===== config.mk =====
export PLATFORM = sky130hd
export DESIGN_NAME = shift_exec
export DESIGN_NICKNAME = d
export VERILOG_FILES = /design/src/common/shift_pipe_pkg.sv /design/src/hw/shift_exec.sv
export VERILOG_INCLUDE_DIRS = /design/src /design/src/common
export SDC_FILE = /design/constraint.sdc
export NUM_CORES = 1
export LEC_CHECK = 0
export BUFFER_PORTS_ARGS = -buffer_cell sky130_fd_sc_hd__buf_2
export CORE_UTILIZATION = 35
export DETAILED_ROUTE_END_ITERATION = 10
export PLACE_DENSITY_LB_ADDON = 0.25
export SLEW_MARGIN = 10
export SYNTH_ARGS = -nofsm -noshare
export SYNTH_HDL_FRONTEND = slang
export SYNTH_SLANG_ARGS = --single-unit

===== constraint.sdc =====
create_clock -name CLK -period 4 [get_ports CLK]
set_clock_uncertainty 0.05 [all_clocks]
set_input_delay 0.8 -clock CLK [delete_from_list [all_inputs] [get_ports CLK]]
set_output_delay 0.8 -clock CLK [all_outputs]
set_load 0.005 [all_outputs]

===== src/common/shift_consts.svh =====
// ----------------------------
// Shift lane constants
// Sizes shared by the issue
// buffer, selector and top.
// ----------------------------

`ifndef SHIFT_CONSTS_SVH
`define SHIFT_CONSTS_SVH

// Number of issue buffer entries.
`define SHIFT_DP 4

// Data width of the integer datapath.
`define SHIFT_XLEN 64

// Architectural register count and index width.
`define SHIFT_NREG 32
`define SHIFT_REG_AW 5

// Width of a buffer index, never below one bit.
`define SHIFT_IDX_W (((`SHIFT_DP) > 1) ? $clog2(`SHIFT_DP) : 1)

`endif


===== src/common/shift_pipe_pkg.sv =====
// ----------------------------
// Shift pipeline types
// Execute parameters and the
// write-back record.
// ----------------------------

`include "shift_consts.svh"

package shift_pipe_pkg;

	typedef enum logic [1:0] {
		fun_sll = 2'd0,
		fun_srl = 2'd1,
		fun_sra = 2'd2
	} shift_fun_e;

	// Operands are already resolved, so execute needs no register access.
	typedef struct packed {
		shift_fun_e fun;
		logic is32;
		logic [`SHIFT_REG_AW-1:0] rd;
		logic [`SHIFT_XLEN-1:0] op1;
		logic [`SHIFT_XLEN-1:0] op2;
	} shift_exeparam_t;

	typedef struct packed {
		logic [`SHIFT_REG_AW-1:0] rd;
		logic [`SHIFT_XLEN-1:0] data;
	} shift_wb_t;

endpackage


===== src/hw/shift_exec.sv =====
// ----------------------------
// Shift execute
// Barrel shifter for the full
// and word forms, with a
// registered write-back.
// ----------------------------

`timescale 1ns/1ps
`include "shift_consts.svh"

module shift_exec (
	input  logic CLK,
	input  logic rst_n,
	input  logic flush,

	input  logic exe_valid,
	input  shift_pipe_pkg::shift_exeparam_t exe_param,

	output logic wb_valid,
	output shift_pipe_pkg::shift_wb_t wb
);

	logic [5:0] sh_full;
	logic [4:0] sh_word;
	logic [31:0] word;
	logic [`SHIFT_XLEN-1:0] full_res;
	logic [31:0] word_res;
	logic [`SHIFT_XLEN-1:0] result;

	always_comb begin
		sh_full = exe_param.op2[5:0];
		sh_word = exe_param.op2[4:0]; // Word forms ignore bit 5 of the amount.
		word = exe_param.op1[31:0];
		case (exe_param.fun)
			shift_pipe_pkg::fun_sll: begin
				full_res = exe_param.op1 << sh_full;
				word_res = word << sh_word;
			end
			shift_pipe_pkg::fun_srl: begin
				full_res = exe_param.op1 >> sh_full;
				word_res = word >> sh_word;
			end
			default: begin
				full_res = $signed(exe_param.op1) >>> sh_full;
				word_res = $signed(word) >>> sh_word; // Sign comes from bit 31.
			end
		endcase
		result = exe_param.is32 ? {{(`SHIFT_XLEN-32){word_res[31]}}, word_res} : full_res;
	end

	always_ff @(posedge CLK) begin
		if (!rst_n) begin
			wb_valid <= 1'b0;
		end else begin
			wb_valid <= exe_valid & ~flush; // A flush drops the pending result.
		end
	end

	always_ff @(posedge CLK) begin
		if (exe_valid) begin
			wb.rd <= exe_param.rd;
			wb.data <= result;
		end
	end

endmodule


==> results of run 1 <==
[layout make-up]
class	count	share of cell area
Clock inverter	5	0.003718
Multi-Input combinational cell	1189	0.6451
Sequential cell	70	0.1323
Timing Repair Buffer	366	0.1642
Inverter	9	0.002373
Clock buffer	11	0.01535
Tap cell	468	0.03703
[path summary, 6_finish.rpt]
path / start / cells after the start / slack (ns) / end
max: exe_param[0] / 10 / 0.24 / wb[1]$_DFFE_PP_
min: exe_param[132] / 1 / 0.58 / wb[68]$_DFFE_PP_
[sequential cells by signal, indices dropped and copies added (netlist names)]
name,count
wb_valid,1
wb,69
[cells in the mapped netlist (all sizes together) (7+ instances only)]
| master | count | area [um2] |
|---|---|---|
| a211o | 10 | 87.58 |
| a211oi | 27 | 202.7 |
| a21o | 9 | 67.56 |
| a21oi | 89 | 445.4 |
| a221o | 8 | 80.08 |
| a221oi | 18 | 157.7 |
| a22oi | 19 | 142.6 |
| a311o | 7 | 70.07 |
| a31oi | 21 | 131.4 |
| a41oi | 13 | 113.9 |
| and2 | 17 | 106.4 |
| buf | 77 | 459.2 |
| clkbuf | 81 | 304.0 |
| edfxtp | 69 | 2072 |
| inv | 9 | 33.78 |
| mux2 | 96 | 1081 |
| mux2i | 86 | 860.8 |
| mux4 | 144 | 3243 |
| nand2 | 138 | 518.0 |
| nand2b | 15 | 93.84 |
| nand3 | 30 | 150.1 |
| nor2 | 135 | 509.2 |
| nor2b | 7 | 43.79 |
| nor3 | 30 | 155.1 |
| o211ai | 20 | 150.1 |
| o21a | 7 | 52.55 |
| o21ai | 79 | 399.1 |
| o221ai | 10 | 87.58 |
| o22ai | 25 | 156.4 |
| o31ai | 9 | 67.56 |
| o32ai | 10 | 87.58 |
| or2 | 8 | 50.05 |
[layout by cell type, fill, tap and decap left out, types with 7 or more instances in the layout]
cell	netlist	routed
a211o_1	10	10
a211oi_1	27	27
a21o_1	9	9
a21oi_1	89	89
a221o_1	8	8
a221oi_1	18	18
a22oi_1	19	19
a311o_1	7	7
a31oi_1	21	21
a41oi_1	13	13
and2_1	14	14
buf_12	2	17
buf_2	35	148
buf_4	4	200
clkbuf_16	0	9
edfxtp_1	69	69
mux2_2	96	96
mux2i_1	86	86
mux4_2	144	144
nand2_1	138	138
nand2b_1	15	15
nand3_1	30	30
nor2_1	134	133
nor2b_1	7	7
nor3_1	29	29
o211ai_1	20	20
o21a_1	7	7
o21ai_0	75	75
o221ai_1	10	10
o22ai_1	25	25
o31ai_1	9	9
o32ai_1	10	10
or2_2	8	8
[stage by stage]
stage	cells	setup slack [ns]	instance area [um2]	setup TNS (ns)	hold slack, ns
CTS	2118	0.3438	15820	0	0.5603
floorplan	1426	0.8248	13090	0	0.8489
global route	2118	0.2252	15820	0	0.5634
global placement	2102	0.003328	15510	0	0.9288
finish	2118	0.2422	15820	0	0.5777
detailed placement	2102	-0.02115	15510	-0.02115	0.9284
[layer usage]
| layer | global-route usage | vias up | routed length [um] | share of wire |
|---|---|---|---|---|
| li1 | - | 6218 | - | - |
| met1 | 0.5473 | 7449 | 31670 | 0.41 |
| met2 | 0.5701 | 1217 | 31910 | 0.41 |
| met3 | 0.1104 | 239 | 9212 | 0.12 |
| met4 | 0.2353 | 2 | 5203 | 0.067 |
| met5 | 0 | - | 10 | 0.00013 |
[logic make-up after synthesis]
kind of cell           after synthesis  share of synthesized area
AOI/OAI and AO/OA                  456                     0.2440
and+or+nand+nor                    407                     0.1391
buffers and inverters              167                    0.06089
muxes                              326                     0.3961
DFF                                 70                     0.1598
[power by group through the flow]
stage,logic (W),clock network [W],registers (W)
floorplan,0.00123,0,0.000967
global placement,0.00236,0,0.000950
detailed placement,0.00234,0,0.000955
CTS,0.00236,0.000835,0.000940
global route,0.00251,0.000858,0.000946
finish,0.00247,0.000812,0.000937
==> results.sh, run 1 <==
export IMPL_worstHoldPathType="in -> reg"
export IMPL_cellLeakagePower_nw=5.940
export IMPL_relSlewSlack=0.2369
export IMPL_yosysWarnings=0
export IMPL_start_util=0.3567
export IMPL_rsz0062_at_grt="false"
export IMPL_grt_pass1_wl_um=108400
export IMPL_nets=1785
export IMPL_syn_nets=1566
export IMPL_row_count=70
export IMPL_setup_viol=0
export IMPL_cts_tree="done"
export IMPL_root_buffer="clkbuf_16"
export IMPL_grt_max_degree=56
export IMPL_drt_total_wl_um=78010
export IMPL_syn_area_um2=13090
export IMPL_route_vias_total=15130
export IMPL_finish_utilization=0.4310
export IMPL_cp_common_cell="buf_4"
export IMPL_multi_input_area_um2=10200
export IMPL_cp_slowest_cell="mux4_2"
export IMPL_die_h_um=195.4
export IMPL_worst_pin_slew_ns=1.140
export IMPL_syn_inst=1426
export IMPL_ant_nets=0
export IMPL_peakVddDrop_v=0.0001664
export IMPL_cts_buffers=9
export IMPL_drt_vias_per_instance=7.141
export IMPL_clkTransAtPathRegs_ns=0.06
export IMPL_cp_end_kind="flop"
export IMPL_fin_crit_sh=0.9394
export IMPL_cts_setup_buffers=0
export IMPL_grt_overflow_total=0
export IMPL_synth_distinct_cells=80
export IMPL_power_density_nw_per_um2=266.6
export IMPL_crit_chain="clkbuf_8, buf_12, mux4_2, and2_1, nor2_1, buf_4, a211oi_1, o31ai_1, buf_4, a221oi_1"
export IMPL_dieArea_um2=38170
export IMPL_status="completed"
export IMPL_critPathBufInv=4
export IMPL_core_um2=36700
export IMPL_p_comb_frac=0.585
export IMPL_p_int_w=0.002363
export IMPL_synthFlopType="edfxtp_1"
export IMPL_hold_viol=0
export IMPL_ys_seq_area_frac=0.1598
export IMPL_die_w_um=195.4
export IMPL_drt_initial_drc_count=2568
export IMPL_cap_violations=0
export IMPL_synthArstFlopShare=0
export IMPL_routedWlPerCell_um=36.83
export IMPL_grt_antenna_before_repair=2
export IMPL_worstSetupStartpointType="input pin"
export IMPL_p_switching_w=0.001854
export IMPL_max_freq_mhz=266.1
export IMPL_portBuffers=151
export IMPL_clock_path_buffers=2
export IMPL_timing_critical_path_arrival_ns=3.74
export IMPL_grtUsageTotal=0.4028
export IMPL_syn_avg_cell_area_um2=9.179
export IMPL_timing_worst_setup_path_type="in -> reg"
export IMPL_critPathMaxFanout=38
export IMPL_power_switching_share=0.4397
export IMPL_slew_viol_final=0
export IMPL_crit_required_ns=3.98
export IMPL_h_tree_depth=3
export IMPL_total_power_w=0.004217
export IMPL_seqPwrFrac=0.222
export IMPL_drive_gt1_frac=0.3933
export IMPL_cts_sinks=70
export IMPL_seq_area_um2=2092
export IMPL_p_clk_frac=0.193
export IMPL_hpwl_um=62240
export IMPL_areaGrowthSynthToFinish_pct=20.83
export IMPL_ioPinCount=210
export IMPL_synth_seq_cells=70
export IMPL_cp_slowest_stage_delay_ns=0.61
export IMPL_crit_family="buffers and inverters"
export IMPL_finalWeightedCongestion=1.099
export IMPL_antenna_cells=0
export IMPL_grt_pass1_vias=13980
export IMPL_drc=0
export IMPL_drtPass1Iterations=6
export IMPL_cts_hold_buf=0
export IMPL_min_period_ns=3.758
export IMPL_cts_repair_resized=0
export IMPL_num_fill_cells=3653
export IMPL_synth_enable_flop_cells=69
Power figures use the tool's default switching activity.
==> run 2, diff against run 1 <==
RECOVER_POWER = 100   (was not set)
==> results.sh, run 2 (synthesis gave the netlist of run 1 again) <==
export IMPL_setup_viol=0
export IMPL_top_register="wb"
export IMPL_wl_met3_um=9087
export IMPL_cellLeakagePower_nw=5.843
export IMPL_slew_viol_final=37
export IMPL_drtPass1Iterations=6
export IMPL_relSlewSlack=-0.3228
export IMPL_drt_total_wl_um=78270
export IMPL_fin_crit_sh=0.9580
export IMPL_highest_layer="met5"
export IMPL_grtUsageTotal=0.4028
export IMPL_violations="capacitance limit, slew limit"
export IMPL_grt_antenna_before_repair=2
export IMPL_root_buffer="clkbuf_16"
export IMPL_clock_path_buffers=2
export IMPL_cts_hold_buf=0
export IMPL_rsz0062_at_grt="false"
export IMPL_critPathMaxFanout=38
export IMPL_grt_pass1_vias=13980
export IMPL_power_density_nw_per_um2=266.9
export IMPL_cp_end_kind="flop"
export IMPL_worstHoldPathType="in -> reg"
export IMPL_peakVddDrop_v=0.0001659
export IMPL_route_vias_total=15270
export IMPL_cts_tree="done"
export IMPL_drc=0
export IMPL_crit_chain="clkbuf_8, buf_12, mux4_2, and2_1, nor2_1, buf_4, a211oi_1, o31ai_1, clkbuf_1, a221oi_1"
export IMPL_p_comb_frac=0.583
export IMPL_ioPinCount=210
export IMPL_grt_overflow_total=0
export IMPL_clkTransAtPathRegs_ns=0.06
export IMPL_crit_required_ns=3.99
export IMPL_cp_slowest_stage_delay_ns=0.61
export IMPL_drt_initial_drc_count=2511
export IMPL_timing_worst_setup_path_type="in -> reg"
export IMPL_fin_setup_tns_ns=0
export IMPL_worstSetupStartpointType="input pin"
export IMPL_timing_critical_path_arrival_ns=3.82
export IMPL_seqPwrFrac=0.223
export IMPL_hold_viol=0
export IMPL_cts_buffers=9
export IMPL_final_common_cell="buf_4"
export IMPL_ant_nets=0
export IMPL_start_util=0.3567
export IMPL_worst_pin_slew_ns=1.984
export IMPL_p_int_w=0.002345
export IMPL_power_switching_share=0.4422
export IMPL_finalWeightedCongestion=1.099
export IMPL_cp_slowest_cell="mux4_2"
export IMPL_max_freq_mhz=261.0
export IMPL_cts_repair_resized=0
export IMPL_total_power_w=0.004205
export IMPL_areaGrowthSynthToFinish_pct=20.35
export IMPL_drive_gt1_frac=0.3648
export IMPL_p_switching_w=0.001859
export IMPL_h_tree_depth=3
export IMPL_hpwl_um=62240
export IMPL_nets=1785
export IMPL_cts_setup_buffers=0
export IMPL_routedWlPerCell_um=36.92
export IMPL_grt_max_degree=56
export IMPL_grt_pass1_wl_um=108400
export IMPL_die_h_um=195.4
export IMPL_cap_violations=1
export IMPL_min_period_ns=3.832
export IMPL_portBuffers=151
export IMPL_p_clk_frac=0.193
export IMPL_largest_reg_flops=69
export IMPL_drt_vias_per_instance=7.202
export IMPL_met2_length_um=31840
export IMPL_largestRegisters="wb x69, wb_valid x1"
export IMPL_dieArea_um2=38170
export IMPL_core_um2=36700
export IMPL_row_count=70
export IMPL_wl_met1_um=32040
export IMPL_fin_hold_ws_ns=0.5788
export IMPL_final_cell_mix="buf_4 (190), mux4_2 (144), nand2_1 (138), nor2_1 (133), buf_2 (124)"
export IMPL_die_w_um=195.4
export IMPL_cts_sinks=70
export IMPL_status="finished, violations left"
[run 2: cell types whose count changed in the layout (fill, tap and decap cells not counted), sizes merged]
cell	previous run	this run
clkbuf	12	46
buf	365	331
diode	0	2
[run 2: power by group through the flow]
stage          Sequential (W)  Combinational [W]  Clock [W]
2_1_floorplan        0.000967            0.00123          0
3_3_place_gp         0.000950            0.00236          0
3_5_place_dp         0.000955            0.00234          0
4_1_cts              0.000940            0.00236   0.000835
5_1_grt              0.000948            0.00249   0.000858
6_report             0.000940            0.00245   0.000813
[run 2: cell type report]
cell class	count	area, um2
diodes	2	5.005
clock buffers	11	242.7
clock inverters	5	58.81
fillers	3672	20950
inverters	9	37.54
multi-input cells	1189	10200
flip-flops and latches	70	2092
well taps	468	585.6
repair buffers	366	2534
[run 2: routing by layer]
metal	global-route usage	up-vias
li1	-	6220
met1	0.5473	7553
met2	0.5701	1247
met3	0.1104	246
met4	0.2353	2
met5	0	-
[run 2: per-stage QoR]
| step | instances | utilization | instance area (um2) | setup WS (ns) |
|---|---|---|---|---|
| 6_report | 2120 | 0.4293 | 15750 | 0.1682 |
| 2_1_floorplan | 1426 | - | 13090 | 0.8248 |
| 5_1_grt | 2118 | 0.4291 | 15750 | 0.1181 |
| 4_1_cts | 2118 | 0.4310 | 15820 | 0.3438 |
| 3_3_place_gp | 2102 | 0.4227 | 15510 | 0.003328 |
| 3_5_place_dp | 2102 | 0.4227 | 15510 | -0.02115 |
[run 2: worst paths after layout]
kind / to / slack (ns) / from / cells after the start
setup / recovery: wb[1]$_DFFE_PP_ / 0.17 / exe_param[0] / 10
hold / removal: wb[68]$_DFFE_PP_ / 0.58 / exe_param[132] / 1
[run 2: critical path, delay by kind of cell]
family / cells / cell delay (ns)
AOI/OAI and AO/OA: 3 / 0.81
muxes: 1 / 0.61
buffers and inverters: 4 / 1.04
and+or+nand+nor: 2 / 0.52
