==> src/common/shift_consts.svh <==
// ----------------------------
// Shift lane constants
// Sizes shared by the issue
// buffer, selector and top.
// ----------------------------

`ifndef SHIFT_CONSTS_SVH
`define SHIFT_CONSTS_SVH

// Number of issue buffer entries.
`define SHIFT_DP 4

// Data width of the integer datapath.
`define SHIFT_XLEN 64

// Architectural register count and index width.
`define SHIFT_NREG 32
`define SHIFT_REG_AW 5

// Width of a buffer index, never below one bit.
`define SHIFT_IDX_W (((`SHIFT_DP) > 1) ? $clog2(`SHIFT_DP) : 1)

`endif

==> src/common/shift_isa_pkg.sv <==
// ----------------------------
// Shift ISA types
// Opcode encoding and the entry
// held in the issue buffer.
// ----------------------------

`include "shift_consts.svh"

package shift_isa_pkg;

	// The twelve RV64I shifts. Each function has reg, imm, reg-W and imm-W forms.
	typedef enum logic [3:0] {
		op_sll   = 4'd0,
		op_slli  = 4'd1,
		op_sllw  = 4'd2,
		op_slliw = 4'd3,
		op_srl   = 4'd4,
		op_srli  = 4'd5,
		op_srlw  = 4'd6,
		op_srliw = 4'd7,
		op_sra   = 4'd8,
		op_srai  = 4'd9,
		op_sraw  = 4'd10,
		op_sraiw = 4'd11
	} shift_op_e;

	// One dispatched instruction.
	typedef struct packed {
		shift_op_e op;
		logic [`SHIFT_REG_AW-1:0] rd;
		logic [`SHIFT_REG_AW-1:0] rs1;
		logic [`SHIFT_REG_AW-1:0] rs2;
		logic [5:0] shamt; // Only the imm forms use it.
	} shift_entry_t;

endpackage

==> src/hw/shift_issue/shift_issue_buffer.sv <==
// ----------------------------
// Shift issue buffer
// Stores dispatched shifts in
// the lowest free entry and
// frees entries on pop.
// ----------------------------

`timescale 1ns/1ps
`include "shift_consts.svh"

module shift_issue_buffer (
	input  logic CLK,
	input  logic rst_n,
	input  logic flush,

	input  logic dispatch_valid,
	input  shift_isa_pkg::shift_entry_t dispatch_entry,

	input  logic pop,
	input  logic [`SHIFT_IDX_W-1:0] pop_index,

	output logic [`SHIFT_DP-1:0] entry_alloc,
	output shift_isa_pkg::shift_entry_t entries [`SHIFT_DP],
	output logic buffer_full
);

	logic [`SHIFT_IDX_W-1:0] free_index;
	logic do_write;

	// Scan from the top so the lowest free entry wins.
	always_comb begin
		free_index = '0;
		for (int i = `SHIFT_DP-1; i >= 0; i--) begin
			if (!entry_alloc[i]) begin
				free_index = `SHIFT_IDX_W'(i);
			end
		end
	end

	assign buffer_full = &entry_alloc;
	assign do_write = dispatch_valid & ~buffer_full & ~flush;

	always_ff @(posedge CLK) begin
		if (!rst_n) begin
			entry_alloc <= '0;
		end else if (flush) begin
			entry_alloc <= '0; // Everything in flight is squashed.
		end else begin
			// Pop and dispatch never hit the same entry, one is allocated and one is free.
			if (pop) begin
				entry_alloc[pop_index] <= 1'b0;
			end
			if (do_write) begin
				entry_alloc[free_index] <= 1'b1;
			end
		end
	end

	always_ff @(posedge CLK) begin
		if (do_write) begin
			entries[free_index] <= dispatch_entry;
		end
	end

	a_no_dispatch_when_full: assert property (
		@(posedge CLK) disable iff (!rst_n) dispatch_valid |-> !buffer_full
	) else $error("dispatch while the issue buffer is full");

	a_pop_allocated: assert property (
		@(posedge CLK) disable iff (!rst_n) pop |-> entry_alloc[pop_index]
	) else $error("pop of an unallocated issue entry");

endmodule

==> config.mk <==
export PLATFORM = sky130hd
export DESIGN_NAME = shift_issue_buffer
export DESIGN_NICKNAME = d
export VERILOG_FILES = /design/src/common/shift_isa_pkg.sv /design/src/hw/shift_issue/shift_issue_buffer.sv
export VERILOG_INCLUDE_DIRS = /design/src /design/src/common
export SDC_FILE = /design/constraint.sdc
export NUM_CORES = 1
export LEC_CHECK = 0
export BUFFER_PORTS_ARGS = -buffer_cell sky130_fd_sc_hd__clkbuf_2
export CORE_ASPECT_RATIO = 0.8
export CORE_MARGIN = 4
export CORE_UTILIZATION = 49
export CTS_BUF_LIST = sky130_fd_sc_hd__clkbuf_4
export DETAILED_ROUTE_END_ITERATION = 12
export PLACE_DENSITY_LB_ADDON = 0.25
export REMOVE_ABC_BUFFERS = 1
export SKIP_CTS_REPAIR_TIMING = 1
export SLEW_MARGIN = 25
export SYNTH_ARGS = -nofsm -noshare
export SYNTH_HDL_FRONTEND = slang
export SYNTH_SLANG_ARGS = --single-unit
==> constraint.sdc <==
create_clock -name CLK -period 3.3 [get_ports CLK]
set_input_delay 0.495 -clock CLK [delete_from_list [all_inputs] [get_ports CLK]]
set_output_delay 0.495 -clock CLK [all_outputs]
set_load 0.005 [all_outputs]
==> flow_summary.json, run 1 <==
{
  "skew_ps": 6.48,
  "gp_congestion": 0.856,
  "clock.fmax_mhz": 536,
  "seqCellArea_um2": 3080,
  "power.total_mw": 2.17,
  "period_share_pct": 56.5,
  "die_w_um": 99.1,
  "io_pins": 137,
  "clk_pin_slew_ps": 130,
  "drive_gt1_share_pct": 57.6,
  "maxSlewHeadroom_pct": 58.3,
  "rsz0062_at_grt": "no",
  "final_area_um2": 4220,
  "synth.avg_cell_area_um2": 25.6,
  "power_leakage_nw": 1.68,
  "placed_cell_area_um2": 4080,
  "nFillCells": 468,
  "cts_sinks": 104,
  "n_antenna_cell": 0,
  "hold_slack_ps": 275,
  "first_pass_iters": 4,
  "setup_viol": 0,
  "reg2reg_slack_ps": 1470,
  "vias_per_cell": 4.86,
  "ys.warnings.count": 0,
  "multi_input_area_um2": 170,
  "grt_pass1_wl_um": 9580,
  "tightest_slew_ps": 625,
  "netlist_area_um2": 3250,
  "wl_um": 6530,
  "initialDrtViolationCount": 73,
  "cts_buffer_depth": 2,
  "slew_viol_final": 0,
  "detail_route.wl_per_cell_um": 17.8,
  "ys_ff_latch": 104,
  "yosysSeqAreaShare_pct": 94.8,
  "dp_hpwl_um": 4710,
  "vdd_drop_max_mv": 0.301,
  "core_um2": 6410,
  "numCtsBuffers": 9,
  "areaGrowthSynthToFinish_pct": 29.9,
  "final-hold-violation-count": 0,
  "cp.arrival_ps": 1370,
  "grt_pass1_vias": 1721,
  "power_density_nw_per_um2": 513,
  "route.detailed.drc": 0,
  "vias": 1785,
  "most-common-layout-cells": "136 x clkbuf_2, 100 x edfxtp_1, 10 x clkbuf_4",
  "clkLatencyLatePin_ps": 440,
  "cp-end-kind": "primary output",
  "critPathMaxFanout": 7,
  "ys_top_cells_by_area": "edfxtp_1 92%, dfxtp_1 2.5%, a211oi_2 0.77%",
  "hold_class": "in2reg",
  "rows": 26,
  "worstPathRequired_ps": 2800,
  "cts_root_buf": "clkbuf_4",
  "final_common_cell": "clkbuf_2",
  "cts_tree": "done",
  "worstSetupPathType": "reg2out",
  "maxCapViolCount": 0,
  "start_kind": "register",
  "antenna_left": 0,
  "place_ws_ps": 1220,
  "start_util_pct": 50.7,
  "fin_ws_ps": 1440,
  "finalSetupTns_ps": 0,
  "numPortBuffers": 136,
  "cts-htree-levels": 3,
  "synth.distinct_cells": 16,
  "grt-ovfl-total": 0,
  "netlist_instances": 127,
  "yosysTopAreaCellShare_pct": 92.3,
  "fin_nets": 310,
  "grtUsageTotal_pct": 16.9,
  "grt_max_degree": 26,
  "grt_antenna_before_repair": 0,
  "synth_area_leader_cell": "edfxtp_1",
  "min_period_ps": 1860,
  "die_area_um2": 8010,
  "die_y_um": 80.9,
  "status": "finished, final reports clean"
}
## area by class of cell
| cell class | instances | share of cell area [%] |
|---|---|---|
| Clock inverter | 6 | 1.60 |
| Multi-Input combinational cell | 20 | 4.03 |
| Inverter | 3 | 0.267 |
| Clock buffer | 10 | 1.78 |
| Tap cell | 84 | 2.49 |
| Sequential cell | 104 | 73.0 |
| Timing Repair Buffer | 140 | 16.8 |
## final timing paths
check	startpoint	endpoint	cells past startpoint
worst max-delay path	entry_alloc[0]	buffer_full	3
worst min-delay path	dispatch_entry[6]	entries[6]	1
worst min register to register	entry_alloc[2]	entry_alloc[2]	2
worst max register to register	entry_alloc[0]	entries[31]	3
## cell usage after synthesis
cell	count
dfxtp_1	4
nand3_1	1
nand4b_2	1
and3_1	1
inv_1	3
a211oi_2	2
o32ai_1	1
nand4bb_1	1
nor3_1	2
nor4bb_1	1
nand3b_1	1
nor2_1	5
and4b_1	2
nand2b_4	1
edfxtp_1	100
nand2b_1	1
## routing by layer
metal	wire length, um	track usage (%)
met5	0	0
met4	127	6.82
met3	870	9.87
met2	2910	25.5
met1	2630	20.2
## stage by stage
stage | std cells | utilization (%)
finish | 367 | 65.9
global route | 367 | 65.9
CTS | 367 | 65.9
detailed placement | 351 | 63.7
global placement | 351 | 63.7
floorplan | 127 | -
## cells by family after synthesis
kind of cell           share of synthesized area (%)
flip-flops                                      94.8
AND/OR/NAND/NOR                                 3.81
AO/OA/AOI/OAI                                   1.04
buffers and inverters                          0.346
## registers in the layout, summed over array words and instances, names as in the netlist
signal / cells
entry_alloc: 4
entries: 100
## power breakdown
group / leakage (nW) / internal (mW) / switching (mW)
logic: 0.660 / 0.0285 / 0.0413
clock network: 0.0746 / 0.243 / 0.383
registers: 0.941 / 1.47 / 0.00632
## critical path, cell delays in order (launching register included)
cell      delay, ps
dfxtp_1         500
nand3_1         190
nor2_1          130
clkbuf_2        120
No activity file was read; power rests on OpenSTA's default activity.
==> inputs of run 2 (changes only) <==
- clock period: 3.3 -> 1.9 ns (I/O delays scaled with it)
==> flow_summary.json, run 2 (synthesis gave the netlist of run 1 again) <==
{
  "cts-htree-levels": 3,
  "p_int_mw": 3.01,
  "place_inst": 351,
  "drive_gt1_share_pct": 58.0,
  "tightest_slew_ps": 370,
  "top_layer_used": "met4",
  "hold_slack_ps": 66.6,
  "fin_nets": 310,
  "slew_viol_final": 0,
  "gp_congestion": 0.774,
  "worstPathRequired_ps": 1620,
  "vias": 1737,
  "power_density_nw_per_um2": 891,
  "wl_met3_um": 858,
  "met1Wirelength_um": 2540,
  "initialDrtViolationCount": 46,
  "power_leakage_nw": 1.68,
  "power.total_mw": 3.78,
  "die_w_um": 99.1,
  "most-common-layout-cells": "136 x clkbuf_2, 100 x edfxtp_1, 9 x clkbuf_4",
  "vdd_drop_max_mv": 0.657,
  "cp-end-kind": "primary output",
  "grt_pass1_wl_um": 9340,
  "largest_register_ffs": 100,
  "areaGrowthSynthToFinish_pct": 30.4,
  "clkLatencyLatePin_ps": 420,
  "first_pass_iters": 4,
  "seqPwrFrac_pct": 67.6,
  "p_switching_mw": 0.766,
  "period_share_pct": 84.0,
  "cp.arrival_ps": 1310,
  "rows": 26,
  "grt_pass1_vias": 1754,
  "cts_tree": "done",
  "clock_power_share_pct": 29.2,
  "clk_pin_slew_ps": 150,
  "largestRegisters": "entries (100), entry_alloc (4)",
  "die_y_um": 80.9,
  "start_util_pct": 50.7,
  "grt_antenna_before_repair": 0,
  "cts_buffer_depth": 2,
  "hold_class": "in2reg",
  "status": "finished, final reports clean",
  "final-hold-violation-count": 0,
  "numCtsBuffers": 9,
  "critPathMaxFanout": 7,
  "detail_route.wl_per_cell_um": 16.9,
  "setup_viol": 0,
  "core_um2": 6410,
  "min_period_ps": 1600,
  "cts_sinks": 104,
  "clock.fmax_mhz": 626,
  "grtUsageTotal_pct": 16.1,
  "switching_share_pct": 20.3,
  "maxSlewHeadroom_pct": 75.3,
  "grt-ovfl-total": 0,
  "grt_max_degree": 26,
  "skew_ps": 11.7,
  "wl_met2_um": 2690,
  "final_common_cell": "clkbuf_2",
  "regMostFlops": "entries",
  "vias_per_cell": 4.73,
  "die_area_um2": 8010,
  "cts_root_buf": "clkbuf_4",
  "maxCapViolCount": 0,
  "numPortBuffers": 136,
  "fin_cells": 367,
  "antenna_left": 0,
  "io_pins": 137,
  "route.detailed.drc": 0,
  "n_antenna_cell": 0,
  "wl_um": 6190,
  "start_kind": "register",
  "rsz0062_at_grt": "no",
  "power_frac_comb_pct": 3.1,
  "nFillCells": 444,
  "dp_hpwl_um": 4340,
  "worstSetupPathType": "reg2out"
}
-- run 2: cell types whose count changed in the layout (fill, tap and decap cells not counted), sizes merged --
cell      change
inv           +2
clkinv        -2
clkinvlp      +1
clkbuf        -1
-- run 2: layer usage --
metal,vias to the layer above,GRT usage (%)
li1,817,-
met1,801,20.7
met2,109,23.3
met3,10,8.33
met4,0,6.55
met5,-,0
-- run 2: final timing paths --
kind                           from              to  slack, ps  cells after the start
setup / recovery     entry_alloc[0]     buffer_full        300                      3
hold / removal    dispatch_entry[4]     entries[29]         70                      1
setup reg to reg     entry_alloc[1]     entries[28]        490                      3
hold reg to reg      entry_alloc[2]  entry_alloc[2]        540                      2
-- run 2: metrics by stage --
| stage | TNS [ps] | cell area, um2 | util [%] | worst slack, ps |
|---|---|---|---|---|
| after floorplan | -29640 | 3250 | - | -893 |
| after global placement | 0 | 4090 | 63.9 | 491 |
| after detailed placement | 0 | 4090 | 63.9 | 443 |
| after CTS | 0 | 4240 | 66.1 | 257 |
| after global routing | 0 | 4240 | 66.1 | 169 |
| final | 0 | 4240 | 66.1 | 304 |
-- run 2: power groups by stage --
stage | clock, mW | combinational (mW) | sequential (mW)
CTS | 1.15 | 0.120 | 2.56
floorplan | 0 | 0.0204 | 2.61
global placement | 0 | 0.116 | 2.61
detailed placement | 0 | 0.121 | 2.61
global route | 1.25 | 0.132 | 2.56
finish | 1.10 | 0.118 | 2.56
-- run 2: area by class of cell --
type,count,area [um2],share of cell area [%]
clock buffer,9,67.6,1.59
clock inverter,7,78.8,1.86
inverter,3,11.3,0.266
multi-input combinational,20,170,4.01
sequential,104,3080,72.7
tap,84,105,2.48
timing repair buffer,140,723,17.1
-- run 2: critical path, stage by stage, from the launching register on --
cell and delay (ps):
dfxtp_1 470, nand3_1 170, nor2_1 130, clkbuf_2 120
==> inputs of run 3 (changes only) <==
- clock period: 1.9 -> 1.55 ns (I/O delays scaled with it)
==> flow_summary.json, run 3 (synthesis gave the netlist of run 1 again) <==
{
  "numCtsBuffers": 9,
  "critPathMaxFanout": 7,
  "final-hold-violation-count": 0,
  "hold_class": "in2reg",
  "grt_max_degree": 26,
  "regMostFlops": "entries",
  "top_layer_used": "met4",
  "route.detailed.drc": 0,
  "wl_met2_um": 3180,
  "max_stage_delay_ps": 410,
  "cts_root_buf": "clkbuf_4",
  "clk_pin_slew_ps": 140,
  "maxCapViolCount": 0,
  "rsz0062_at_grt": "no",
  "vias": 1847,
  "antenna_left": 0,
  "placed_cell_area_um2": 4120,
  "skew_ps": 9.45,
  "cts_buffer_depth": 2,
  "io_pins": 137,
  "grt_pass1_vias": 1784,
  "rows": 26,
  "first_pass_iters": 4,
  "die_y_um": 80.9,
  "grt_pass1_wl_um": 9600,
  "largestRegisters": "entries (100), entry_alloc (4)",
  "cts_sinks": 104,
  "maxSlewHeadroom_pct": 84.0,
  "grtUsageTotal_pct": 16.8,
  "seqCellArea_um2": 3090,
  "slew_viol_final": 0,
  "met1Wirelength_um": 2660,
  "tightest_slew_ps": 237,
  "setup_viol": 0,
  "clock.fmax_mhz": 703,
  "fin_nets": 335,
  "nFillCells": 423,
  "most-common-layout-cells": "136 x clkbuf_2, 100 x edfxtp_1, 23 x dlygate4sd3_1",
  "period_share_pct": 91.8,
  "multi_input_area_um2": 170,
  "cts-htree-levels": 3,
  "final_common_cell": "clkbuf_2",
  "worstSetupPathType": "reg2out",
  "path_cells": "nand3_1, nor2_1, clkbuf_2",
  "detail_route.wl_per_cell_um": 17.1,
  "n_antenna_cell": 0,
  "cts_tree": "done",
  "power.total_mw": 4.47,
  "start_kind": "register",
  "wl_um": 6710,
  "dp_hpwl_um": 4560,
  "vias_per_cell": 4.71,
  "start_util_pct": 50.7,
  "largest_register_ffs": 100,
  "core_um2": 6410,
  "numPortBuffers": 136,
  "worstPathRequired_ps": 1320,
  "cp-end-kind": "primary output",
  "gp_congestion": 0.840,
  "power_leakage_nw": 1.78,
  "vdd_drop_max_mv": 0.692,
  "place_inst": 353,
  "grt-ovfl-total": 0,
  "initialDrtViolationCount": 50,
  "slowest_stage": "dfxtp_4",
  "wl_met3_um": 764,
  "status": "finished, final reports clean",
  "die_w_um": 99.1,
  "min_period_ps": 1420,
  "fin_cells": 392,
  "cp.arrival_ps": 1190,
  "power_density_nw_per_um2": 999,
  "areaGrowthSynthToFinish_pct": 37.5,
  "clkLatencyLatePin_ps": 420,
  "final_area_um2": 4470,
  "die_area_um2": 8010,
  "drive_gt1_share_pct": 54.2,
  "grt_antenna_before_repair": 0
}
## run 3: changes by cell type in the layout (fill, tap and decap cells not counted), moves of 2 or more
cell and change:
dlygate4sd3_1 +23, clkinv_1 +2, dfxtp_1 -3, dfxtp_2 +2
## run 3: final timing paths
kind | startpoint | endpoint | slack (ps) | cells past startpoint
setup / recovery | entry_alloc[0] | buffer_full | 130 | 3
hold reg to reg | entry_alloc[2] | entry_alloc[2] | 510 | 2
hold / removal | dispatch_entry[16] | entries[41] | 40 | 1
setup reg to reg | entry_alloc[0] | entries[11] | 240 | 3
## run 3: stage by stage
stage	util, %	hold WS (ps)	setup WS, ps	TNS (ps)
after floorplan	-	331	-1240	-63550
after global placement	64.3	449	180	0
after detailed placement	64.3	457	127	0
after CTS	66.1	-23.0	-47.4	-47.4
after global routing	69.8	1.61	9.00	0
final	69.8	44.1	127	0
## run 3: layout make-up
type	instances	area share, %
clock buffer	9	1.51
tap	84	2.35
sequential	104	69.1
timing repair buffer	165	21.9
inverter	3	0.252
multi-input combinational	20	3.81
clock inverter	7	1.04
## run 3: power breakdown
group          total, mW  internal (mW)  switching, mW
Clock               1.14          0.332          0.806
Combinational      0.198          0.101         0.0967
Sequential          3.13           3.12         0.0137
## run 3: worst max-delay path, delay by kind of cell (launching register included)
family                 cells  cell delay, ps
buffers and inverters      1             120
and+or+nand+nor            2             240
DFF                        1             410
## run 3: routing by layer
metal  track usage (%)  up-vias
met5                 0        -
met2              25.5      105
met1              20.9      869
met4              6.68        0
li1                  -      864
met3              8.15        9
