==> config.mk <==
export PLATFORM = sky130hd
export DESIGN_NAME = shift_issue_slot
export DESIGN_NICKNAME = d
export VERILOG_FILES = /design/src/common/shift_isa_pkg.sv /design/src/common/shift_pipe_pkg.sv /design/src/hw/shift_issue/shift_issue_slot.sv
export VERILOG_INCLUDE_DIRS = /design/src /design/src/common
export SDC_FILE = /design/constraint.sdc
export NUM_CORES = 1
export LEC_CHECK = 0
export ABC_AREA = 1
export ABC_CLOCK_PERIOD_IN_PS = 1200
export BUFFER_PORTS_ARGS = -buffer_cell sky130_fd_sc_hd__buf_2
export CORE_AREA = 2 2 126 128
export DETAILED_ROUTE_END_ITERATION = 6
export DIE_AREA = 0 0 128 130
export GPL_ROUTABILITY_DRIVEN = 0
export PLACE_DENSITY = 0.48
export SLEW_MARGIN = 25
export SYNTH_ARGS = -nofsm -noshare
export SYNTH_HDL_FRONTEND = slang
export SYNTH_SLANG_ARGS = --single-unit
==> constraint.sdc <==
create_clock -name vclk -period 1.2
set_input_delay 0.06 -clock vclk [all_inputs]
set_output_delay 0.06 -clock vclk [all_outputs]
set_load 0.1 [all_outputs]
==> src/common/shift_consts.svh <==
// ----------------------------
// Shift lane constants
// Sizes shared by the issue
// buffer, selector and top.
// ----------------------------

`ifndef SHIFT_CONSTS_SVH
`define SHIFT_CONSTS_SVH

// Number of issue buffer entries.
`define SHIFT_DP 4

// Data width of the integer datapath.
`define SHIFT_XLEN 64

// Architectural register count and index width.
`define SHIFT_NREG 32
`define SHIFT_REG_AW 5

// Width of a buffer index, never below one bit.
`define SHIFT_IDX_W (((`SHIFT_DP) > 1) ? $clog2(`SHIFT_DP) : 1)

`endif

==> src/common/shift_isa_pkg.sv <==
// ----------------------------
// Shift ISA types
// Opcode encoding and the entry
// held in the issue buffer.
// ----------------------------

`include "shift_consts.svh"

package shift_isa_pkg;

	// The twelve RV64I shifts. Each function has reg, imm, reg-W and imm-W forms.
	typedef enum logic [3:0] {
		op_sll   = 4'd0,
		op_slli  = 4'd1,
		op_sllw  = 4'd2,
		op_slliw = 4'd3,
		op_srl   = 4'd4,
		op_srli  = 4'd5,
		op_srlw  = 4'd6,
		op_srliw = 4'd7,
		op_sra   = 4'd8,
		op_srai  = 4'd9,
		op_sraw  = 4'd10,
		op_sraiw = 4'd11
	} shift_op_e;

	// One dispatched instruction.
	typedef struct packed {
		shift_op_e op;
		logic [`SHIFT_REG_AW-1:0] rd;
		logic [`SHIFT_REG_AW-1:0] rs1;
		logic [`SHIFT_REG_AW-1:0] rs2;
		logic [5:0] shamt; // Only the imm forms use it.
	} shift_entry_t;

endpackage

==> src/common/shift_pipe_pkg.sv <==
// ----------------------------
// Shift pipeline types
// Execute parameters and the
// write-back record.
// ----------------------------

`include "shift_consts.svh"

package shift_pipe_pkg;

	typedef enum logic [1:0] {
		fun_sll = 2'd0,
		fun_srl = 2'd1,
		fun_sra = 2'd2
	} shift_fun_e;

	// Operands are already resolved, so execute needs no register access.
	typedef struct packed {
		shift_fun_e fun;
		logic is32;
		logic [`SHIFT_REG_AW-1:0] rd;
		logic [`SHIFT_XLEN-1:0] op1;
		logic [`SHIFT_XLEN-1:0] op2;
	} shift_exeparam_t;

	typedef struct packed {
		logic [`SHIFT_REG_AW-1:0] rd;
		logic [`SHIFT_XLEN-1:0] data;
	} shift_wb_t;

endpackage

==> src/hw/shift_issue/shift_issue_slot.sv <==
// ----------------------------
// Shift issue slot
// RAW check and operand build
// for one buffer entry.
// ----------------------------

`timescale 1ns/1ps
`include "shift_consts.svh"

module shift_issue_slot (
	input  logic alloc,
	input  shift_isa_pkg::shift_entry_t entry,
	input  logic [`SHIFT_NREG-1:0] reg_ready,
	input  logic [`SHIFT_XLEN-1:0] src1,
	input  logic [`SHIFT_XLEN-1:0] src2,
	output logic slot_ready,
	output shift_pipe_pkg::shift_exeparam_t slot_param
);

	shift_pipe_pkg::shift_fun_e fun;
	logic is32;
	logic is_imm;
	logic rs1_zero;
	logic rs2_zero;

	always_comb begin
		case (entry.op)
			shift_isa_pkg::op_sll, shift_isa_pkg::op_slli,
			shift_isa_pkg::op_sllw, shift_isa_pkg::op_slliw: fun = shift_pipe_pkg::fun_sll;
			shift_isa_pkg::op_srl, shift_isa_pkg::op_srli,
			shift_isa_pkg::op_srlw, shift_isa_pkg::op_srliw: fun = shift_pipe_pkg::fun_srl;
			default: fun = shift_pipe_pkg::fun_sra;
		endcase
		is32 = entry.op inside {shift_isa_pkg::op_sllw, shift_isa_pkg::op_slliw,
			shift_isa_pkg::op_srlw, shift_isa_pkg::op_srliw,
			shift_isa_pkg::op_sraw, shift_isa_pkg::op_sraiw};
		is_imm = entry.op inside {shift_isa_pkg::op_slli, shift_isa_pkg::op_slliw,
			shift_isa_pkg::op_srli, shift_isa_pkg::op_srliw,
			shift_isa_pkg::op_srai, shift_isa_pkg::op_sraiw};
	end

	assign rs1_zero = (entry.rs1 == '0);
	assign rs2_zero = (entry.rs2 == '0);

	// x0 is never busy, and the imm forms have no rs2 at all.
	assign slot_ready = alloc
		& (rs1_zero | reg_ready[entry.rs1])
		& (is_imm | rs2_zero | reg_ready[entry.rs2]);

	always_comb begin
		slot_param.fun = fun;
		slot_param.is32 = is32;
		slot_param.rd = entry.rd;
		slot_param.op1 = rs1_zero ? '0 : src1;
		if (is_imm) begin
			slot_param.op2 = {{(`SHIFT_XLEN-6){1'b0}}, entry.shamt};
		end else begin
			slot_param.op2 = rs2_zero ? '0 : src2;
		end
	end

endmodule

==> results of run 1 <==
[cell usage in the layout, fill, tap and decap left out, types with 8 or more instances in the layout]
cell type  instances
buf_2            179
buf_12           147
inv_1             93
nand2_1           67
nand2_4           58
nor2_4            56
inv_2             51
nand3_1           33
buf_4             18
inv_4             11
nand2_2           10
o211ai_1           9
nor2_1             9
buf_8              8
[how the worst max path moves through the flow]
stage	startpoint	end	slack, ns
detailed placement	entry[6]	slot_ready	-0.27
global placement	entry[12]	slot_ready	-0.27
global route	entry[6]	slot_ready	-0.30
finish	entry[11]	slot_param[64]	-0.19
floorplan	entry[6]	slot_param[30]	-0.20
CTS	entry[6]	slot_param[53]	-0.18
[worst max-delay path, delay by kind of cell]
kind                   cells  cell delay [ns]
AND/OR/NAND/NOR            3             0.44
buffers and inverters      6             0.83
[timing repair]
action	in CTS	in global routing
cloned	8	6
buffers inserted	12	1
pin swaps	17	14
resized for setup	132	114
endpoints found under the setup margin	129	129
hold buffers	0	0
[cells by family (layout without fill, tap and decap cells)]
| family | count (synthesis) | in the layout |
|---|---|---|
| and+or+nand+nor | 247 | 247 |
| buffers and inverters | 190 | 527 |
| other | 0 | 1 |
| AOI/OAI and AO/OA | 20 | 20 |
[Yosys cell counts (all sizes together)]
master and n:
buf 27, o21ai 2, inv 162, nand4 1, and2 1, o211ai 9, a21oi 3, clkbuf 1
nor3 1, nand2 136, a32o 6, nand3 37, nor2 71
[layer usage]
metal / up-vias / routed length, µm
met4: 2 / 85
li1: 1952 / -
met3: 8 / 889
met1: 1707 / 4980
met5: - / 7
met2: 180 / 7660
[power by group]
part / switching, mW / internal (mW) / leakage (nW)
registers: 0 / 0 / 0
clock network: 0 / 0.000000111 / 0.00000634
logic: 3.20 / 1.90 / 3.98
total: 3.20 / 1.90 / 3.98
[per-stage QoR]
| step | setup slack (ns) | area, µm² |
|---|---|---|
| finish | -0.194 | 7420 |
| global route | -0.300 | 7410 |
| CTS | -0.177 | 7000 |
| detailed placement | -0.266 | 6200 |
| global placement | -0.271 | 6200 |
| floorplan | -0.198 | 2490 |
[area by class of cell]
class / count / share of cell area
antenna: 1 / 0.000337
inverter: 162 / 0.0909
multi-input combinational: 267 / 0.283
tap: 192 / 0.0324
timing repair buffer: 365 / 0.593
==> impl_metrics.yaml, run 1 <==
outcome:
  status: "finished with violations"
  violations: "setup timing"
critical_path:
  cp_common_cell: "buf_12"
  crit_fanout: 6
  crit_type: "input pin to primary output"
  max_stage_delay_ns: 0.20
  cp_cell_sequence: "buf_12 -> buf_12 -> nor3_4 -> nand3_4 -> buf_12 -> buf_6 -> nand2_4 -> clkinvlp_4 -> buf_12"
  cpMaxStageDelayCell: "nor3_4"
  worstPathRequired_ns: 1.14
  worstSetupEndpointType: "primary output"
  cp.arrival_ns: 1.33
  start_kind: "input pin"
synthesis:
  synth_warnings: 0
  synth-simple-area-share: 0.501
  synth-xor-area-share: 0
  yosys.area.top_type_share: 0.258
  synth_fp_nets: 643
  synth_compound_area_frac: 0.0777
  ys_top_cells_by_area: "nand2_1 (26%), inv_1 (21%), nor2_1 (13%)"
  yosysTopAreaCell: "nand2_1"
  synth_mux_area_frac: 0
  synth_area_um2: 1960
  synth_cell_types: 18
  syn_inst: 457
  syn_area_per_cell_um2: 4.30
  synthAdderAreaFrac: 0
  synth_top_family_by_area: "simple AND/OR/NAND/NOR gates"
  yosysSeqAreaShare: 0
sta:
  period_share: 1.16
  hold_viol: 0
  layout_setup_ws_ns: -0.194
  tightest_slew_ns: 0.487
  fmax_mhz: 717
  rsz0062_at_grt: "true"
  fin_tns_setup_ns: -14.39
  fin_crit_ns: 1.39
  setup_viol_count_final: 129
  max_slew_margin: 0.677
  hold_slack_ns: 0.120
  slew_viol_final: 0
run:
  max-cap-violations: 0
global_routing:
  grt_start_max_net_pins: 23
  antenna_found_initial: 1
  gr-usage-met3: 0.0217
  grt-ovfl-total: 0
  busiest_layer: "met2"
  grt_pass1_wl_um: 19500
  grtUsageMet2: 0.296
  grt.total_usage: 0.147
  use_met1: 0.171
  grt_pass1_vias: 3748
hold_path:
  hp-class: "input pin to primary output"
  whs_endpoint: "slot_param[129]"
  min_from: "entry[17]"
  whs_path_depth: 0
route:
  first_pass_iters: 4
  wl_per_cell_um: 13.8
  drc: 0
  viasPerCell: 3.90
  num_vias: 3849
  dr.first_iter.drc_count: 128
  wl_um: 13600
  postRouteAntennaNets: 0
finish:
  regArea_um2: 0
  syn2layout_area_growth_pct: 278
  drive_above_1_share: 0.728
  seq_cells: 0
  fill_cells: 1468
  postLayoutCoreUtil: 0.481
  n_clock_buffer: 0
  layoutNonFillerInstCount: 987
  nets: 982
  multi_input_area_um2: 2100
floorplanning:
  die_h_um: 130
  core_um2: 15400
  dieArea_um2: 16600
  start_util: 0.127
  die_x_um: 128
  rows: 46
  ios: 323
power_and_ir_drop:
  total_power_mw: 5.10
  powerDensity_nw_per_um2: 687
  power_leakage_nw: 3.98
  ir_drop_v: 0.000353
place:
  place_hpwl_um: 11300
  dp_cells: 967
  portBuffers: 313
No activity file was read; power rests on OpenSTA's default activity.
==> inputs of run 2 (changes only) <==
--- a/config.mk
+++ b/config.mk
@@ -15,5 +15,4 @@
 export GPL_ROUTABILITY_DRIVEN = 0
 export PLACE_DENSITY = 0.48
-export SLEW_MARGIN = 25
 export SYNTH_ARGS = -nofsm -noshare
 export SYNTH_HDL_FRONTEND = slang
==> constraint.sdc (replaced) <==
create_clock -name vclk -period 1.2
set_input_delay 0.06 -clock vclk [all_inputs]
set_output_delay 0.06 -clock vclk [all_outputs]
set_load 0.01 [all_outputs]
==> impl_metrics.yaml, run 2 (synthesized netlist as in run 1, its figures left out) <==
floorplanning:
  dieArea_um2: 16600
  die_x_um: 128
  rows: 46
  die_h_um: 130
  start_util: 0.127
  ios: 323
  core_um2: 15400
global_routing:
  antenna_found_initial: 1
  grt_pass1_wl_um: 15700
  grt_pass1_vias: 2979
  grt-ovfl-total: 0
  grt.total_usage: 0.117
  grt_start_max_net_pins: 43
route:
  first_pass_iters: 6
  num_vias: 3611
  dr.first_iter.drc_count: 130
  met3_length_um: 779
  wl_per_cell_um: 13.1
  drt-met1-wl_um: 5360
  routed.top_layer: "met5"
  viasPerCell: 3.77
  postRouteAntennaNets: 0
  wl_met2_um: 6220
  drc: 0
  wl_um: 12500
critical_path:
  start_kind: "input pin"
  crit_start: "entry[11]"
  worstSetupEndpointType: "primary output"
  crit_type: "input pin to primary output"
  endpoint: "slot_param[66]"
  cp.arrival_ns: 1.17
  crit_fanout: 7
  worstPathRequired_ns: 1.14
outcome:
  violations: "setup timing"
  status: "finished with violations"
place:
  portBuffers: 313
  place_hpwl_um: 9440
  place_ws_ns: -0.0899
  place_area_um2: 3700
sta:
  fin_crit_ns: 1.23
  rsz0062_at_grt: "true"
  tightest_slew_ns: 0.237
  layout_setup_ws_ns: -0.0323
  setup_viol_count_final: 9
  slew_viol_final: 0
  period_share: 1.03
  max_slew_margin: 0.842
  fmax_mhz: 812
  hold_viol: 0
power_and_ir_drop:
  power_leakage_nw: 3.18
  ir_drop_v: 0.000127
  total_power_mw: 1.76
  powerDensity_nw_per_um2: 365
finish:
  postLayoutCoreUtil: 0.313
  syn2layout_area_growth_pct: 146
  seq_cells: 0
  nets: 955
  final_cell_mix: "buf_2 (259), inv_1 (102), nand2_1 (73)"
  fill_cells: 1704
  n_clock_buffer: 0
  antennaDiodeCount: 0
  multi_input_area_um2: 1620
  final_common_cell: "buf_2"
  regArea_um2: 0
  drive_above_1_share: 0.625
  design_area_um2: 4830
run:
  max-cap-violations: 0
hold_path:
  hp-class: "input pin to primary output"
==> run 2: metrics by stage <==
stage / hold WS (ns) / std cells / TNS [ns]
3_3_place_gp: 0.120 / 947 / -2.55
2_1_floorplan: 0.168 / 457 / 0
3_5_place_dp: 0.120 / 947 / -2.95
5_1_grt: 0.120 / 959 / -2.41
6_report: 0.120 / 959 / -0.150
4_1_cts: 0.120 / 954 / 0
==> run 2: how the worst min path moves through the flow <==
stage	slack (ns)	to	startpoint	cells past startpoint
detailed placement	0.12	slot_param[130]	entry[18]	0
finish	0.12	slot_param[129]	entry[17]	0
floorplan	0.17	slot_param[134]	entry[24]	1
CTS	0.12	slot_param[130]	entry[18]	0
global route	0.12	slot_param[129]	entry[17]	0
global placement	0.12	slot_param[130]	entry[18]	0
==> run 2: layout make-up <==
type                       count  share of cell area
inverter                     162               0.129
tap                          192              0.0497
timing repair buffer         338               0.487
multi-input combinational    267               0.334
==> run 2: per-layer routing <==
| metal | global-route usage | up-vias |
|---|---|---|
| li1 | - | 1894 |
| met1 | 0.156 | 1547 |
| met2 | 0.205 | 153 |
| met3 | 0.0197 | 15 |
| met4 | 0.0129 | 2 |
| met5 | 0 | - |
==> run 2: critical path, stage by stage <==
cell	delay, ns
buf_12	0.12
buf_12	0.13
nor3_4	0.11
nand3_2	0.14
buf_8	0.18
clkbuf_16	0.19
nand2_4	0.07
inv_2	0.04
buf_6	0.11
==> run 2: what timing repair did <==
item | in CTS | in global routing
endpoints found under the setup margin | 68 | 67
hold buffers | 0 | 0
cloned | 4 | 6
setup buffers | 3 | 0
hold endpoints to repair | 0 | 0
resized for setup | 36 | 186
pin swaps | 24 | 26
==> run 2: where the power goes <==
group / leakage [nW] / internal (mW) / switching [mW] / total (mW)
combinational: 3.18 / 0.878 / 0.887 / 1.76
clock: 0 / 0 / 0 / 0
sequential: 0 / 0 / 0 / 0
total: 3.18 / 0.878 / 0.887 / 1.76
==> inputs of run 3 (changes only) <==
SETUP_SLACK_MARGIN = 0.5   (was default)
==> impl_metrics.yaml, run 3 (synthesized netlist as in run 1, its figures left out) <==
critical_path:
  cp.arrival_ns: 1.15
  worstPathRequired_ns: 1.14
  crit_type: "input pin to primary output"
  crit_fanout: 6
  worstSetupEndpointType: "primary output"
  start_kind: "input pin"
global_routing:
  antenna_found_initial: 1
  grt.total_usage: 0.132
  grt-ovfl-total: 0
  grt_start_max_net_pins: 21
  grt_pass1_vias: 3418
  grt_pass1_wl_um: 17800
route:
  wl_per_cell_um: 13.5
  num_vias: 3812
  wl_um: 13300
  first_pass_iters: 4
  viasPerCell: 3.88
  postRouteAntennaNets: 0
  dr.first_iter.drc_count: 125
  drc: 0
sta:
  setup_viol_count_final: 15
  rsz0062_at_grt: "true"
  fin_crit_ns: 1.21
  layout_setup_ws_ns: -0.00976
  tightest_slew_ns: 0.184
  slew_viol_final: 0
  hold_slack_ns: 0.120
  fin_tns_setup_ns: -0.0771
  period_share: 1.01
  max_slew_margin: 0.877
  fmax_mhz: 827
  hold_viol: 0
power_and_ir_drop:
  powerDensity_nw_per_um2: 373
  swShare: 0.482
  power.switching_mw: 1.02
  pwr-share-comb: 1.000
  ir_drop_v: 0.000131
  power_leakage_nw: 3.46
  intPower_mw: 1.10
  pwr-share-seq: 0
  clock_power_share: 0
floorplanning:
  core_um2: 15400
  ios: 323
  rows: 46
  start_util: 0.127
  die_h_um: 130
  die_x_um: 128
  dieArea_um2: 16600
finish:
  drive_above_1_share: 0.713
  seq_cells: 0
  n_clock_buffer: 0
  final_common_cell: "buf_2"
  design_area_um2: 5680
  syn2layout_area_growth_pct: 189
  antennaDiodeCount: 0
  nets: 979
  regArea_um2: 0
  final_cell_mix: "buf_2 (242), inv_1 (95), buf_6 (68)"
  fill_cells: 1655
outcome:
  status: "finished with violations"
  violations: "setup timing"
place:
  place_area_um2: 4160
  place_hpwl_um: 9860
  portBuffers: 313
run:
  max-cap-violations: 0
hold_path:
  hp-class: "input pin to primary output"
clock_network:
  ctsHoldBuffers: 0
run 3: changes by cell type in the layout (fill, tap and decap cells not counted), moves of 13 or more:
cell,previous run,this run
nand2_4,49,63
buf_6,55,68
nor2_4,1,28
nor2_1,64,25
buf_2,259,242
nand2_1,73,60
run 3: worst paths after layout:
check | startpoint | to | slack [ns] | cells past startpoint
worst min-delay path | entry[16] | slot_param[128] | 0.12 | 0
worst max-delay path | entry[12] | slot_ready | -0.01 | 10
run 3: per-layer routing:
layer | wire length [µm] | part of all wire | GRT usage | vias to the layer above
li1 | - | - | - | 1941
met1 | 5320 | 0.40 | 0.168 | 1700
met2 | 7030 | 0.53 | 0.245 | 159
met3 | 811 | 0.061 | 0.0185 | 10
met4 | 136 | 0.010 | 0.0123 | 2
met5 | 13 | 0.00098 | 0 | -
run 3: layout make-up:
cell class                      instances  area [µm²]  area share
Inverter                              162         626       0.110
Timing Repair Buffer                  361        2850       0.501
Tap cell                              192         240      0.0423
Timing Repair inverter                  1        6.26     0.00110
Multi-Input combinational cell        267        1970       0.346
run 3: worst max-delay path: stages:
cell and delay (ns):
buf_4 0.13, buf_4 0.15, a21oi_1 0.11, o21ai_1 0.08, nand3_1 0.09, nand3_2 0.08
a21oi_2 0.17, nor2_2 0.06, nor2_2 0.09, buf_6 0.11
run 3: per-stage QoR:
step / worst slack, ns / std cells / util / power [mW]
CTS: -0.00988 / 978 / 0.337 / 1.94
global route: -0.108 / 983 / 0.369 / 2.30
finish: -0.00976 / 983 / 0.369 / 2.12
floorplan: 0.282 / 457 / - / 0.850
detailed placement: -0.172 / 962 / 0.270 / 1.59
global placement: -0.187 / 962 / 0.270 / 1.59
run 3: power by group through the flow:
stage / logic (mW) / clock network (mW) / registers [mW]
3_5_place_dp: 1.59 / 0 / 0
3_3_place_gp: 1.59 / 0 / 0
6_report: 2.12 / 0 / 0
2_1_floorplan: 0.850 / 0 / 0
5_1_grt: 2.30 / 0 / 0
4_1_cts: 1.94 / 0 / 0
run 3: repair_timing:
action,in CTS,in global routing
gates cloned,8,4
endpoints found under the hold margin,0,0
pin swaps,28,42
setup buffers,8,1
setup endpoints to repair,130,130
resized for setup,180,97
